**config.mk**
```make
export PLATFORM = sky130hd
export DESIGN_NAME = stage_id
export DESIGN_NICKNAME = d
export VERILOG_FILES = /design/src/common/dispatch_pkg.sv /design/src/rtl/decoder.sv /design/src/rtl/map_table.sv /design/src/rob/reorder_buffer.sv /design/src/rtl/regfile.sv /design/src/rtl/reservation_station.sv /design/src/rtl/stage_id.sv
export SDC_FILE = /design/constraint.sdc
export NUM_CORES = 2
export LEC_CHECK = 0
export BUFFER_PORTS_ARGS = -buffer_cell sky130_fd_sc_hd__buf_2
export CAP_MARGIN = 15
export CORE_AREA = 3 3 413 415
export DETAILED_ROUTE_END_ITERATION = 6
export DIE_AREA = 0 0 416 418
export PLACE_DENSITY = 0.72
export SYNTH_ARGS = -nofsm -noshare
export SYNTH_HDL_FRONTEND = slang
export SYNTH_SLANG_ARGS = --single-unit
```
**constraint.sdc**
```tcl
create_clock -name clock -period 6.2 [get_ports clock]
set_input_delay 0.62 -clock clock [delete_from_list [all_inputs] [get_ports clock]]
set_output_delay 0.62 -clock clock [all_outputs]
set_load 0.03 [all_outputs]
```
**src/common/dispatch_pkg.sv**
```systemverilog
//////////////////////////////
// Widths, ALU codes, opcodes and operand selects shared by the
// dispatch stage. Import with dispatch_pkg::* in the module header
//////////////////////////////

package dispatch_pkg;

    localparam int XLEN      = 32;
    localparam int ROB_DEPTH = 8;
    localparam int TAG_W     = 4;     // Zero tag means value in regfile

    typedef logic [XLEN-1:0]              word_t;
    typedef logic [31:0]                  inst_t;
    typedef logic [4:0]                   reg_idx_t;
    typedef logic [TAG_W-1:0]             tag_t;
    typedef logic [$clog2(ROB_DEPTH)-1:0] rob_idx_t;
    typedef logic [3:0]                   alu_func_t;

    //////////////////////////////
    // ALU function codes
    //////////////////////////////
    localparam alu_func_t ALU_ADD  = 4'h0;
    localparam alu_func_t ALU_SUB  = 4'h1;
    localparam alu_func_t ALU_SLT  = 4'h2;
    localparam alu_func_t ALU_SLTU = 4'h3;
    localparam alu_func_t ALU_AND  = 4'h4;
    localparam alu_func_t ALU_OR   = 4'h5;
    localparam alu_func_t ALU_XOR  = 4'h6;
    localparam alu_func_t ALU_SLL  = 4'h7;
    localparam alu_func_t ALU_SRL  = 4'h8;
    localparam alu_func_t ALU_SRA  = 4'h9;

    // Operand sources
    typedef enum logic [1:0] {
        OPA_IS_RS1,
        OPA_IS_PC,
        OPA_IS_ZERO
    } opa_sel_t;

    typedef enum logic [1:0] {
        OPB_IS_RS2,
        OPB_IS_I_IMM,
        OPB_IS_U_IMM
    } opb_sel_t;

    // Major opcodes of the supported subset
    localparam logic [6:0] OP_LUI   = 7'b0110111;
    localparam logic [6:0] OP_AUIPC = 7'b0010111;
    localparam logic [6:0] OP_IMM   = 7'b0010011;
    localparam logic [6:0] OP_REG   = 7'b0110011;

endpackage

```
**src/rtl/decoder.sv**
```systemverilog
//////////////////////////////
// Combinational RV32I subset decoder. Anything outside LUI, AUIPC
// and the ALU groups is flagged illegal while valid is high
//////////////////////////////
`timescale 1ns/1ns

module decoder import dispatch_pkg::*; (
    input  inst_t     inst,
    input  logic      valid,
    output opa_sel_t  opa_select,
    output opb_sel_t  opb_select,
    output alu_func_t alu_func,
    output logic      has_dest,
    output logic      illegal
);

    logic [6:0] opcode;
    logic [2:0] funct3;
    logic [6:0] funct7;

    assign opcode = inst[6:0];
    assign funct3 = inst[14:12];
    assign funct7 = inst[31:25];

    always_comb begin
        // NOP unless matched below
        opa_select = OPA_IS_RS1;
        opb_select = OPB_IS_RS2;
        alu_func   = ALU_ADD;
        has_dest   = 1'b0;
        illegal    = 1'b0;
        if (valid) begin
            casez ({funct7, funct3, opcode})
                {7'b???????, 3'b???, OP_LUI}: begin
                    opa_select = OPA_IS_ZERO;
                    opb_select = OPB_IS_U_IMM;
                end
                {7'b???????, 3'b???, OP_AUIPC}: begin
                    opa_select = OPA_IS_PC;
                    opb_select = OPB_IS_U_IMM;
                end
                {7'b???????, 3'b000, OP_IMM}, {7'b0000000, 3'b000, OP_REG}: alu_func = ALU_ADD;
                {7'b0100000, 3'b000, OP_REG}: alu_func = ALU_SUB;
                {7'b???????, 3'b010, OP_IMM}, {7'b0000000, 3'b010, OP_REG}: alu_func = ALU_SLT;
                {7'b???????, 3'b011, OP_IMM}, {7'b0000000, 3'b011, OP_REG}: alu_func = ALU_SLTU;
                {7'b???????, 3'b100, OP_IMM}, {7'b0000000, 3'b100, OP_REG}: alu_func = ALU_XOR;
                {7'b???????, 3'b110, OP_IMM}, {7'b0000000, 3'b110, OP_REG}: alu_func = ALU_OR;
                {7'b???????, 3'b111, OP_IMM}, {7'b0000000, 3'b111, OP_REG}: alu_func = ALU_AND;
                {7'b0000000, 3'b001, OP_IMM}, {7'b0000000, 3'b001, OP_REG}: alu_func = ALU_SLL;
                {7'b0000000, 3'b101, OP_IMM}, {7'b0000000, 3'b101, OP_REG}: alu_func = ALU_SRL;
                {7'b0100000, 3'b101, OP_IMM}, {7'b0100000, 3'b101, OP_REG}: alu_func = ALU_SRA;
                default: illegal = 1'b1;   // loads, stores, branches, system
            endcase

            // Immediate group takes opb from the I immediate
            if (opcode == OP_IMM) begin
                opb_select = OPB_IS_I_IMM;
            end
            has_dest = !illegal;   // every supported op writes rd
        end
    end

endmodule

```
**src/rtl/map_table.sv**
```systemverilog
//////////////////////////////
// Rename map: one ROB tag and ready bit per architectural register.
// Written at dispatch, marked ready by the CDB, cleared at retire
//////////////////////////////
`timescale 1ns/1ns

module map_table import dispatch_pkg::*; (
    input  logic     clock,
    input  logic     rst_n,
    input  reg_idx_t rs1,
    input  reg_idx_t rs2,
    input  logic     rename,
    input  reg_idx_t rename_rd,
    input  tag_t     rename_tag,
    input  logic     cdb_valid,
    input  tag_t     cdb_tag,
    input  logic     retire_valid,
    input  reg_idx_t retire_rd,
    input  tag_t     retire_tag,
    output tag_t     rs1_tag,
    output tag_t     rs2_tag,
    output logic     rs1_ready,
    output logic     rs2_ready
);

    tag_t [31:0] tags;
    logic [31:0] ready;

    assign rs1_tag   = tags[rs1];
    assign rs2_tag   = tags[rs2];
    assign rs1_ready = ready[rs1];
    assign rs2_ready = ready[rs2];

    always_ff @(posedge clock or negedge rst_n) begin
        if (!rst_n) begin
            tags  <= '0;
            ready <= '0;
        end else begin
            for (int r = 0; r < 32; r++) begin
                if (cdb_valid && tags[r] != '0 && tags[r] == cdb_tag) begin
                    ready[r] <= 1'b1;
                end
            end
            // Only clear if no younger rename took the register
            if (retire_valid && tags[retire_rd] == retire_tag) begin
                tags[retire_rd]  <= '0;
                ready[retire_rd] <= 1'b0;
            end
            if (rename) begin                 // last assignment wins over retire
                tags[rename_rd]  <= rename_tag;
                ready[rename_rd] <= 1'b0;
            end
        end
    end

    // x0 must stay at tag zero so its reads always hit the regfile
    a_no_x0_rename: assert property (@(posedge clock) disable iff (!rst_n)
        rename |-> rename_rd != '0);

endmodule

```
**src/rob/reorder_buffer.sv**
```systemverilog
//////////////////////////////
// Eight entry reorder buffer. Allocates at the tail on dispatch,
// collects CDB results and retires a finished head in order
//////////////////////////////
`timescale 1ns/1ns

module reorder_buffer import dispatch_pkg::*; (
    input  logic     clock,
    input  logic     rst_n,
    input  logic     alloc,
    input  reg_idx_t alloc_rd,
    output tag_t     tail_tag,
    output logic     full,
    input  tag_t     read_tag1,
    input  tag_t     read_tag2,
    output word_t    read_value1,
    output word_t    read_value2,
    input  logic     cdb_valid,
    input  tag_t     cdb_tag,
    input  word_t    cdb_value,
    input  logic     retire,
    output logic     retire_valid,
    output reg_idx_t retire_rd,
    output word_t    retire_value,
    output tag_t     retire_tag
);

    word_t                      values [ROB_DEPTH];
    reg_idx_t                   dest_rd [ROB_DEPTH];
    logic [ROB_DEPTH-1:0]       done;
    rob_idx_t                   head;
    rob_idx_t                   tail;
    logic [$clog2(ROB_DEPTH):0] count;
    rob_idx_t                   cdb_idx;
    rob_idx_t                   cdb_offset;   // distance of the CDB entry from head

    // Tag is index plus one
    assign cdb_idx    = rob_idx_t'(cdb_tag - 1'b1);
    assign cdb_offset = cdb_idx - head;
    assign tail_tag   = tag_t'(tail) + 1'b1;
    assign retire_tag = tag_t'(head) + 1'b1;
    assign full       = (count == ROB_DEPTH);

    assign read_value1 = values[rob_idx_t'(read_tag1 - 1'b1)];
    assign read_value2 = values[rob_idx_t'(read_tag2 - 1'b1)];

    //////////////////////////////
    // Retirement
    //////////////////////////////
    assign retire_valid = retire && count != '0 && done[head];
    assign retire_rd    = dest_rd[head];
    assign retire_value = values[head];

    always_ff @(posedge clock or negedge rst_n) begin
        if (!rst_n) begin
            head  <= '0;
            tail  <= '0;
            count <= '0;
            done  <= '0;
        end else begin
            if (alloc) begin
                done[tail] <= 1'b0;
                tail       <= tail + 1'b1;
            end
            if (cdb_valid) begin
                done[cdb_idx] <= 1'b1;
            end
            if (retire_valid) begin
                head <= head + 1'b1;
            end
            if (alloc && !retire_valid) begin
                count <= count + 1'b1;
            end else if (!alloc && retire_valid) begin
                count <= count - 1'b1;
            end
        end
    end

    // Entry payload
    always_ff @(posedge clock) begin
        if (alloc) begin
            dest_rd[tail] <= alloc_rd;
        end
        if (cdb_valid) begin
            values[cdb_idx] <= cdb_value;
        end
    end

    a_cdb_live_entry: assert property (@(posedge clock) disable iff (!rst_n)
        cdb_valid |-> cdb_tag != '0 && cdb_offset < count);

    a_no_alloc_when_full: assert property (@(posedge clock) disable iff (!rst_n)
        alloc |-> !full);

endmodule

```
**src/rtl/regfile.sv**
```systemverilog
//////////////////////////////
// Architectural register file, two async read ports, one write
// port driven by ROB retirement. x0 is never written
//////////////////////////////
`timescale 1ns/1ns

module regfile import dispatch_pkg::*; (
    input  logic     clock,
    input  logic     rst_n,
    input  reg_idx_t read_idx1,
    input  reg_idx_t read_idx2,
    output word_t    read_out1,
    output word_t    read_out2,
    input  logic     write_en,
    input  reg_idx_t write_idx,
    input  word_t    write_data
);

    word_t [31:0] regs;

    assign read_out1 = regs[read_idx1];
    assign read_out2 = regs[read_idx2];

    always_ff @(posedge clock or negedge rst_n) begin
        if (!rst_n) begin
            regs <= '0;
        end else if (write_en && write_idx != '0) begin   // x0 stays zero
            regs[write_idx] <= write_data;
        end
    end

endmodule

```
**src/rtl/reservation_station.sv**
```systemverilog
//////////////////////////////
// Single entry reservation station. Pending operands carry their
// tag in the low bits until a matching CDB broadcast fills them
//////////////////////////////
`timescale 1ns/1ns

module reservation_station import dispatch_pkg::*; (
    input  logic      clock,
    input  logic      rst_n,
    input  logic      load,
    input  word_t     opa_in,
    input  word_t     opb_in,
    input  logic      opa_valid_in,
    input  logic      opb_valid_in,
    input  alu_func_t func_in,
    input  tag_t      dest_tag_in,
    input  logic      cdb_valid,
    input  tag_t      cdb_tag,
    input  word_t     cdb_value,
    input  logic      issue,
    output logic      available,
    output logic      ready,
    output word_t     opa,
    output word_t     opb,
    output alu_func_t alu_func,
    output tag_t      dest_tag
);

    logic busy;
    logic opa_ok;
    logic opb_ok;
    logic opa_wake;
    logic opb_wake;

    // Snoop the CDB for the awaited tags
    assign opa_wake  = busy && !opa_ok && cdb_valid && opa[TAG_W-1:0] == cdb_tag;
    assign opb_wake  = busy && !opb_ok && cdb_valid && opb[TAG_W-1:0] == cdb_tag;
    assign available = !busy;
    assign ready     = busy && opa_ok && opb_ok;

    always_ff @(posedge clock or negedge rst_n) begin
        if (!rst_n) begin
            busy   <= 1'b0;
            opa_ok <= 1'b0;
            opb_ok <= 1'b0;
        end else if (load) begin
            busy   <= 1'b1;
            opa_ok <= opa_valid_in;
            opb_ok <= opb_valid_in;
        end else begin
            if (issue) busy <= 1'b0;      // frees at the issue edge
            if (opa_wake) opa_ok <= 1'b1;
            if (opb_wake) opb_ok <= 1'b1;
        end
    end

    always_ff @(posedge clock) begin
        if (load) begin
            opa      <= opa_in;
            opb      <= opb_in;
            alu_func <= func_in;
            dest_tag <= dest_tag_in;
        end else begin
            if (opa_wake) opa <= cdb_value;
            if (opb_wake) opb <= cdb_value;
        end
    end

    a_issue_when_ready: assert property (@(posedge clock) disable iff (!rst_n)
        issue |-> ready);

endmodule

```
**src/rtl/stage_id.sv**
```systemverilog
//////////////////////////////
// Dispatch stage top. Decodes, renames through the map table and
// loads the reservation station while allocating a ROB entry
//////////////////////////////
`timescale 1ns/1ns

module stage_id import dispatch_pkg::*; (
    input  logic      clock,
    input  logic      rst_n,
    input  logic      inst_valid,
    input  inst_t     inst,
    input  word_t     pc,
    output logic      accept,
    output logic      illegal,
    input  logic      cdb_valid,
    input  tag_t      cdb_tag,
    input  word_t     cdb_value,
    input  logic      issue,
    output logic      rs_ready,
    output word_t     opa,
    output word_t     opb,
    output alu_func_t alu_func,
    output tag_t      issue_tag,
    input  logic      retire,
    output logic      retire_valid,
    output reg_idx_t  retire_rd,
    output word_t     retire_value
);

    opa_sel_t    opa_select;
    opb_sel_t    opb_select;
    alu_func_t   dec_func;
    logic        has_dest;
    reg_idx_t    dest_rd;
    tag_t        rs1_tag, rs2_tag, tail_tag, retire_tag;
    logic        rs1_ready, rs2_ready;
    word_t       rf_value1, rf_value2, rob_value1, rob_value2;
    logic        rob_full, rs_available;
    logic [XLEN:0] rs1_src, rs2_src;   // {valid, value or tag}
    word_t       opa_in, opb_in;
    logic        opa_valid_in, opb_valid_in;

    // Regfile, then finished ROB entry, then same-cycle CDB, else wait on tag
    function automatic logic [XLEN:0] source_operand(tag_t tag, logic tag_ready,
                                                     word_t rf_val, word_t rob_val);
        if (tag == '0) return {1'b1, rf_val};
        if (tag_ready) return {1'b1, rob_val};
        if (cdb_valid && cdb_tag == tag) return {1'b1, cdb_value};
        return {1'b0, word_t'(tag)};
    endfunction

    always_comb begin
        rs1_src = source_operand(rs1_tag, rs1_ready, rf_value1, rob_value1);
        rs2_src = source_operand(rs2_tag, rs2_ready, rf_value2, rob_value2);
    end

    always_comb begin
        case (opa_select)
            OPA_IS_PC:   opa_in = pc;
            OPA_IS_ZERO: opa_in = '0;
            default:     opa_in = rs1_src[XLEN-1:0];
        endcase
        case (opb_select)
            OPB_IS_I_IMM: opb_in = {{20{inst[31]}}, inst[31:20]};
            OPB_IS_U_IMM: opb_in = {inst[31:12], 12'b0};
            default:      opb_in = rs2_src[XLEN-1:0];
        endcase
    end

    assign opa_valid_in = (opa_select != OPA_IS_RS1) || rs1_src[XLEN];
    assign opb_valid_in = (opb_select != OPB_IS_RS2) || rs2_src[XLEN];
    assign dest_rd      = has_dest ? inst[11:7] : '0;
    assign accept       = inst_valid && !illegal && rs_available && !rob_full;

    decoder decoder_0 (
        .inst(inst), .valid(inst_valid), .opa_select(opa_select), .opb_select(opb_select),
        .alu_func(dec_func), .has_dest(has_dest), .illegal(illegal)
    );

    map_table map_table_0 (
        .clock(clock), .rst_n(rst_n), .rs1(inst[19:15]), .rs2(inst[24:20]),
        .rename(accept && dest_rd != '0), .rename_rd(dest_rd), .rename_tag(tail_tag),
        .cdb_valid(cdb_valid), .cdb_tag(cdb_tag), .retire_valid(retire_valid),
        .retire_rd(retire_rd), .retire_tag(retire_tag), .rs1_tag(rs1_tag),
        .rs2_tag(rs2_tag), .rs1_ready(rs1_ready), .rs2_ready(rs2_ready)
    );

    reorder_buffer reorder_buffer_0 (
        .clock(clock), .rst_n(rst_n), .alloc(accept), .alloc_rd(dest_rd),
        .tail_tag(tail_tag), .full(rob_full), .read_tag1(rs1_tag), .read_tag2(rs2_tag),
        .read_value1(rob_value1), .read_value2(rob_value2), .cdb_valid(cdb_valid),
        .cdb_tag(cdb_tag), .cdb_value(cdb_value), .retire(retire),
        .retire_valid(retire_valid), .retire_rd(retire_rd), .retire_value(retire_value),
        .retire_tag(retire_tag)
    );

    regfile regfile_0 (
        .clock(clock), .rst_n(rst_n), .read_idx1(inst[19:15]), .read_idx2(inst[24:20]),
        .read_out1(rf_value1), .read_out2(rf_value2), .write_en(retire_valid),
        .write_idx(retire_rd), .write_data(retire_value)
    );

    reservation_station reservation_station_0 (
        .clock(clock), .rst_n(rst_n), .load(accept), .opa_in(opa_in), .opb_in(opb_in),
        .opa_valid_in(opa_valid_in), .opb_valid_in(opb_valid_in), .func_in(dec_func),
        .dest_tag_in(tail_tag), .cdb_valid(cdb_valid), .cdb_tag(cdb_tag),
        .cdb_value(cdb_value), .issue(issue), .available(rs_available), .ready(rs_ready),
        .opa(opa), .opb(opb), .alu_func(alu_func), .dest_tag(issue_tag)
    );

endmodule

```
# Yosys cells after proc, flatten, opt, wreduce, memory -nomap -nowiden
# Memories as Yosys holds them, arrays and structs flattened.
# Cells that the tools add are included.
# word_totals
elab_cells	445
memories	2
reg_bits	1277
ramBits	296
inputBits	106
output_inout_bits	113
# op_classes
n_lt_le_gt_ge	11
n_eq_ne	64
bitwise_logic	9
add_sub_neg	9
muxes	123
n_reduce_logical	151
# mem_list
name	depth	width	rd	rd_clocked_by_memory_dff	wr	line_no	text
reorder_buffer_0.values	8	32	3	0	1	reorder_buffer.sv:28	word_t values [ROB_DEPTH];
reorder_buffer_0.dest_rd	8	5	1	0	1	reorder_buffer.sv:29	reg_idx_t dest_rd [ROB_DEPTH];
# op_table
cell	n
$bwmux 1024	1
$mux 33	12
$bmux 32 s5	2
$mux 32	9
$mux 128	2
$demux 32 s5	1
$eq 4x4->1	37
$reduce_bool 4->1	33
$and 128x128->128	1
$bwmux 128	1
$not 128->128	1
$pmux 32 s2	2
$logic_and 1x1->1	88
$eq 17x10->1 const B	5
$mux 1	65
$and 32x32->32	2
$not 32->32	2
$bmux 4 s5	3
$eq 17x16->1 const B	3
$demux 4 s5	2
$pmux 4 s9	1
$eq 17x8->1 const B	2
$eq 17x9->1 const B	2
$eq 10x10->1 const B	3
36 further kinds	87

# Logic depth before layout (Yosys ltp)
# logic_depth
ltp_word	14
depth_mapped	17

# Cells and area by module
# From an unflattened synthesis, not the netlist that was laid out.
# hier_totals
hier_cells	7392
area_unflattened_um2	90166.5
# modules_own_cells
module	n_inst	cells_each	area_per_inst_um2
regfile	1	4601	55539.5
reorder_buffer	1	857	16102.9
map_table	1	1150	12345.6
reservation_station	1	267	3061.7
stage_id	1	464	2786.4
decoder	1	53	330.3

# Worst setup path after synthesis
# Ideal clock, no wire load.
# synth_timing
path_kind	input to register
start	input port inst[16]
end	register reservation_station_0.opa[10], data pin
stages	14
arrival_time_ns	4.957
slack_ns	0.981
path_cell_list	clkbuf_1 clkbuf_1 mux4_2 mux4_2 mux2i_1 buf_4 buf_1 ha_1 clkbuf_1 clkbuf_1 clkbuf_1 mux4_2 a221oi_1 nor3_1
# synth_between
elab_chain_cells	12
elab_cells_between_ends	25
# synth_rtl
element	line_no	text
start, declared	stage_id.sv:11	input inst_t inst,
parallel branches: the longest is 9 deep, another holds $mem_v2 8x32	--	
$mux 33 *	stage_id.sv:47	if (tag_ready) return {1'b1, rob_val};
$pmux 32 s2 *	stage_id.sv:58	case (opa_select)
$mux 32 *	reservation_station.sv:58	if (load) begin
end signal, assigned	reservation_station.sv:59	opa <= opa_in;
end signal, assigned	reservation_station.sv:64	if (opa_wake) opa <= cdb_value;
end, declared	reservation_station.sv:23	output word_t opa,
# Every way passes the cells marked *. The select of a mux whose other input is x is not followed.
# A chain may end at the register's enable or synchronous reset.

# Final worst setup path
# layout_timing
start	register reorder_buffer_0.head[1]
end	output port retire_value[19]
# layout_between
elab_chain_cells	1
# layout_rtl
element	line_no	text
start, declared	reorder_buffer.sv:31	rob_idx_t head;
start signal, assigned	reorder_buffer.sv:69	head <= head + 1'b1;
$mem_v2 8x32	--	
end, declared	stage_id.sv:27	output word_t retire_value
# Every way passes these cells.

==> flow_summary.ini <==
[route]
drt-pass1-iter-count = 7
routed_wl_um = 285000
dr_total_vias = 64987
drcViolationCount = 28
number_of_antenna_violating_nets_in_the_routed_design = 0
drt_iter0_markers = 10095
via_per_instance_ratio = 7.062
route.detailed.wl_per_inst_um = 30.97

[timing]
report.final.hold_viol_count = 0
finalSetupTns_ns = 0
fin_crit_sh_pct = 83.04
setup_slack_ns = 1.052
unrepaired_setup_endpoints_after_global_routing = no
setup_viol = 0
fin_crit_ns = 5.148
fmaxAchievable_mhz = 194.2
slew_headroom_pct = 11.21
fin_skew_ns = 0.02953
worst_pin_slew_ns = 1.295
final_max_slew_viol_count = 0

[yosys]
synth.cell_area_um2 = 85120
seq_area_frac_synth_pct = 48.41
synth.avg_cell_area_um2 = 12.11
synthesis.instances = 7027
synthesis.nets = 7149
netlist-cell-type-count = 76
async_flop_share_pct = 76.61
ys_dominant_reg_cell = sky130_fd_sc_hd__dfrtp_1
synthesized_flop_and_latch_total = 1573
yosys_warnings = 0
number_of_flops_mapped_to_enable_cells_by_yosys = 368

[floorplanning]
die_w_um = 416
die_height_um = 418
fp.dieArea_um2 = 173900
core_area_um2 = 167000
io-pin-count = 219
initial_utilization_pct = 50.96
floorplan.rows = 150

[clock_network]
htree_levels = 4
cts_inserted_buffers = 159
clk_latency_ns = 0.82
clkSlewWorstSetupHoldPaths_ns = 0.06
cts-root-buf = sky130_fd_sc_hd__clkbuf_16
cts_tree = yes
clkSinkCount = 1573
clockBufferDepth = 3

[setup_path]
crit_path_max_incr_delay_ns = 0.82
cp_num_buf_inv = 4
cp_max_fo = 34
worstSetupStartpointType = register
timing.critical_path.max_delay_family = buffers and inverters
worstPathRequired_ns = 5.58
cpMaxStageDelayCell = sky130_fd_sc_hd__mux2i_4
end_kind = primary output
timing.critical_path.mode_cell = sky130_fd_sc_hd__buf_4
worst-endpoint-arrival_ns = 4.53
crit_chain = buf_4, buf_4, mux4_2, mux2i_4, inv_1, buf_2
timing.setup.critical_path_class = reg2out

[cells_and_area]
layout.core_utilization_pct = 56.43
post_route_cells_drive_above_1_share_pct = 24.48
fillCellCount = 13168
fin_cells = 9202
syn2layout_area_growth_pct = 10.73
finish.instance_area_um2 = 94250
seq_area_um2 = 41220
finalNetCount = 6983
multi_input_combinational_cell_area_um2 = 41610

[global_route]
via_count_of_the_first_global_routing_pass = 63807
globalRoute.totalOverflow = 0
grt_max_degree = 192
antenna_found_initial = 21
grt_use_total_pct = 32.61
first_pass_grt_wire_length_um = 420000

[placement]
dp_slack_ns = 1.052
place.detailed.hpwl_um = 171500
dp.cells = 8900
portBuffers = 218
dpl_cell_area_um2 = 88730
place.gp.congestion = 0.9977

[power]
power_leakage_nw = 37.25
pwr_density_cell_nw_per_um2 = 462.9
vdd_ir_drop_max_mv = 0.4051

[flow_run]
max_cap_viol_count = 0

[status]
violations = design-rule violations
status = complete, but fails checks

[min_path]
worstHoldPathType = in2reg
worst paths after layout:
path | start | end | slack [ns] | cells after the start
max | reorder_buffer_0.head[1] | retire_value[19] | 1.05 | 6
min | issue | reservation_station_0.busy | 0.05 | 2
max reg2reg | reorder_buffer_0.head[0] | map_table_0.tags[11] | 1.18 | 12
min reg2reg | regfile_0.regs[20] | regfile_0.regs[20] | 0.40 | 0
max in group asynchronous | rst_n | regfile_0.regs[174] | 4.26 | 3
min in group asynchronous | rst_n | regfile_0.regs[866] | 0.43 | 2
report_power, final:
group	total, mW	internal (mW)	leakage, nW	switching [mW]
clock network	10.1	5.86	2.69	4.25
logic	17.1	6.76	15.7	10.4
registers	16.4	13.9	18.8	2.52
total	43.6	26.5	37.2	17.1
logic make-up (layout without fill, tap and decap cells):
logic type | count (synthesis) | count (layout) | share of synthesized area (%)
AOI/OAI and AO/OA | 1578 | 1578 | 10.25
xor gates and xnor gates | 125 | 125 | 1.286
adders and majority gates | 16 | 16 | 0.2440
and+or+nand+nor | 1790 | 1790 | 8.684
muxes | 1161 | 1161 | 27.46
other | 0 | 12 | 0
buffers and inverters | 784 | 743 | 3.676
DFF | 1573 | 1573 | 48.41
worst reg2reg max path, stage by stage (launching register included):
cell and delay (ns):
sky130_fd_sc_hd__dfrtp_4 0.66, sky130_fd_sc_hd__mux2i_1 0.19, sky130_fd_sc_hd__mux4_2 0.57, sky130_fd_sc_hd__inv_2 0.41, sky130_fd_sc_hd__buf_4 0.39, sky130_fd_sc_hd__mux2i_1 0.14
sky130_fd_sc_hd__a311oi_1 0.34, sky130_fd_sc_hd__a22oi_1 0.15, sky130_fd_sc_hd__and3_1 0.20, sky130_fd_sc_hd__o21ai_0 0.20, sky130_fd_sc_hd__nand4_1 0.63, sky130_fd_sc_hd__nor3_1 0.80
sky130_fd_sc_hd__o21ai_0 0.20
per-stage QoR:
step | total power, mW | hold WS (ns)
after floorplan | 26.93 | 0.3244
after global placement | 32.21 | 0.3763
after detailed placement | 32.99 | 0.3836
after CTS | 43.14 | 0.009590
after global routing | 45.58 | 0.04019
final | 43.63 | 0.04699
cell usage in the layout, fill, tap and decap left out, drive strengths merged, types with 15 or more instances in the layout:
| cell | n |
|---|---|
| clkbuf | 232 |
| mux2i | 213 |
| clkinv | 32 |
| a221o | 36 |
| dfrtp | 1205 |
| nand2 | 696 |
| inv | 71 |
| nor2 | 744 |
| nand2b | 16 |
| nand4 | 54 |
| ha | 15 |
| a31oi | 77 |
| nand3 | 58 |
| a22oi | 24 |
| xnor2 | 116 |
| edfxtp | 368 |
| a21oi | 766 |
| nor3 | 158 |
| buf | 389 |
| o22ai | 32 |
| a221oi | 39 |
| mux4 | 937 |
| o21ai | 524 |
area by class of cell:
| class | instances | share of cell area, % |
|---|---|---|
| clock buffers | 230 | 5.013 |
| inverters | 65 | 0.2589 |
| clock inverters | 56 | 0.7859 |
| well taps | 2204 | 2.926 |
| repair buffers | 392 | 3.109 |
| diodes | 12 | 0.03186 |
| flip-flops and latches | 1573 | 43.73 |
| multi-input cells | 4670 | 44.15 |
timing repair:
item | 4_1_cts | 5_1_grt
endpoints found under the setup margin | 0 | 0
gates resized for setup | 0 | 0
buffers inserted | 0 | 0
hold endpoints to repair | 61 | 0
hold buffers | 1 | 0
synthesized netlist by cell type (39+ instances only):
library cell / instances / area, um^2
sky130_fd_sc_hd__o21ai_0: 522 / 2613
sky130_fd_sc_hd__inv_1: 59 / 221.5
sky130_fd_sc_hd__a31oi_1: 77 / 481.7
sky130_fd_sc_hd__nand4_1: 54 / 337.8
sky130_fd_sc_hd__nor2_1: 742 / 2785
sky130_fd_sc_hd__nand3_1: 58 / 290.3
sky130_fd_sc_hd__xnor2_1: 116 / 1016
sky130_fd_sc_hd__nand2_1: 695 / 2609
sky130_fd_sc_hd__mux2i_1: 212 / 2122
sky130_fd_sc_hd__a21oi_1: 765 / 3829
sky130_fd_sc_hd__a221oi_1: 39 / 341.6
sky130_fd_sc_hd__clkbuf_1: 542 / 2034
sky130_fd_sc_hd__nor3_1: 155 / 775.7
sky130_fd_sc_hd__buf_1: 127 / 476.7
sky130_fd_sc_hd__mux4_2: 937 / 21100
sky130_fd_sc_hd__edfxtp_1: 368 / 11050
sky130_fd_sc_hd__dfrtp_1: 1205 / 30150
sequential cells by signal, indices dropped and copies added, names as in the netlist, 8 cells and up:
register,flops
map_table_0.ready,32
map_table_0.tags,128
regfile_0.regs,1024
reorder_buffer_0.dest_rd,40
reorder_buffer_0.done,8
reorder_buffer_0.values,256
reservation_station_0.opa,32
reservation_station_0.opb,32
per-layer routing:
metal	GRT usage [%]	vias to the layer above	share of wire (%)
met3	12.49	995	15
met2	48.13	5099	44
met1	42.99	32741	36
met4	14.91	8	4.9
met5	0	-	0.016
li1	-	26144	-
Power figures use the tool's default switching activity.
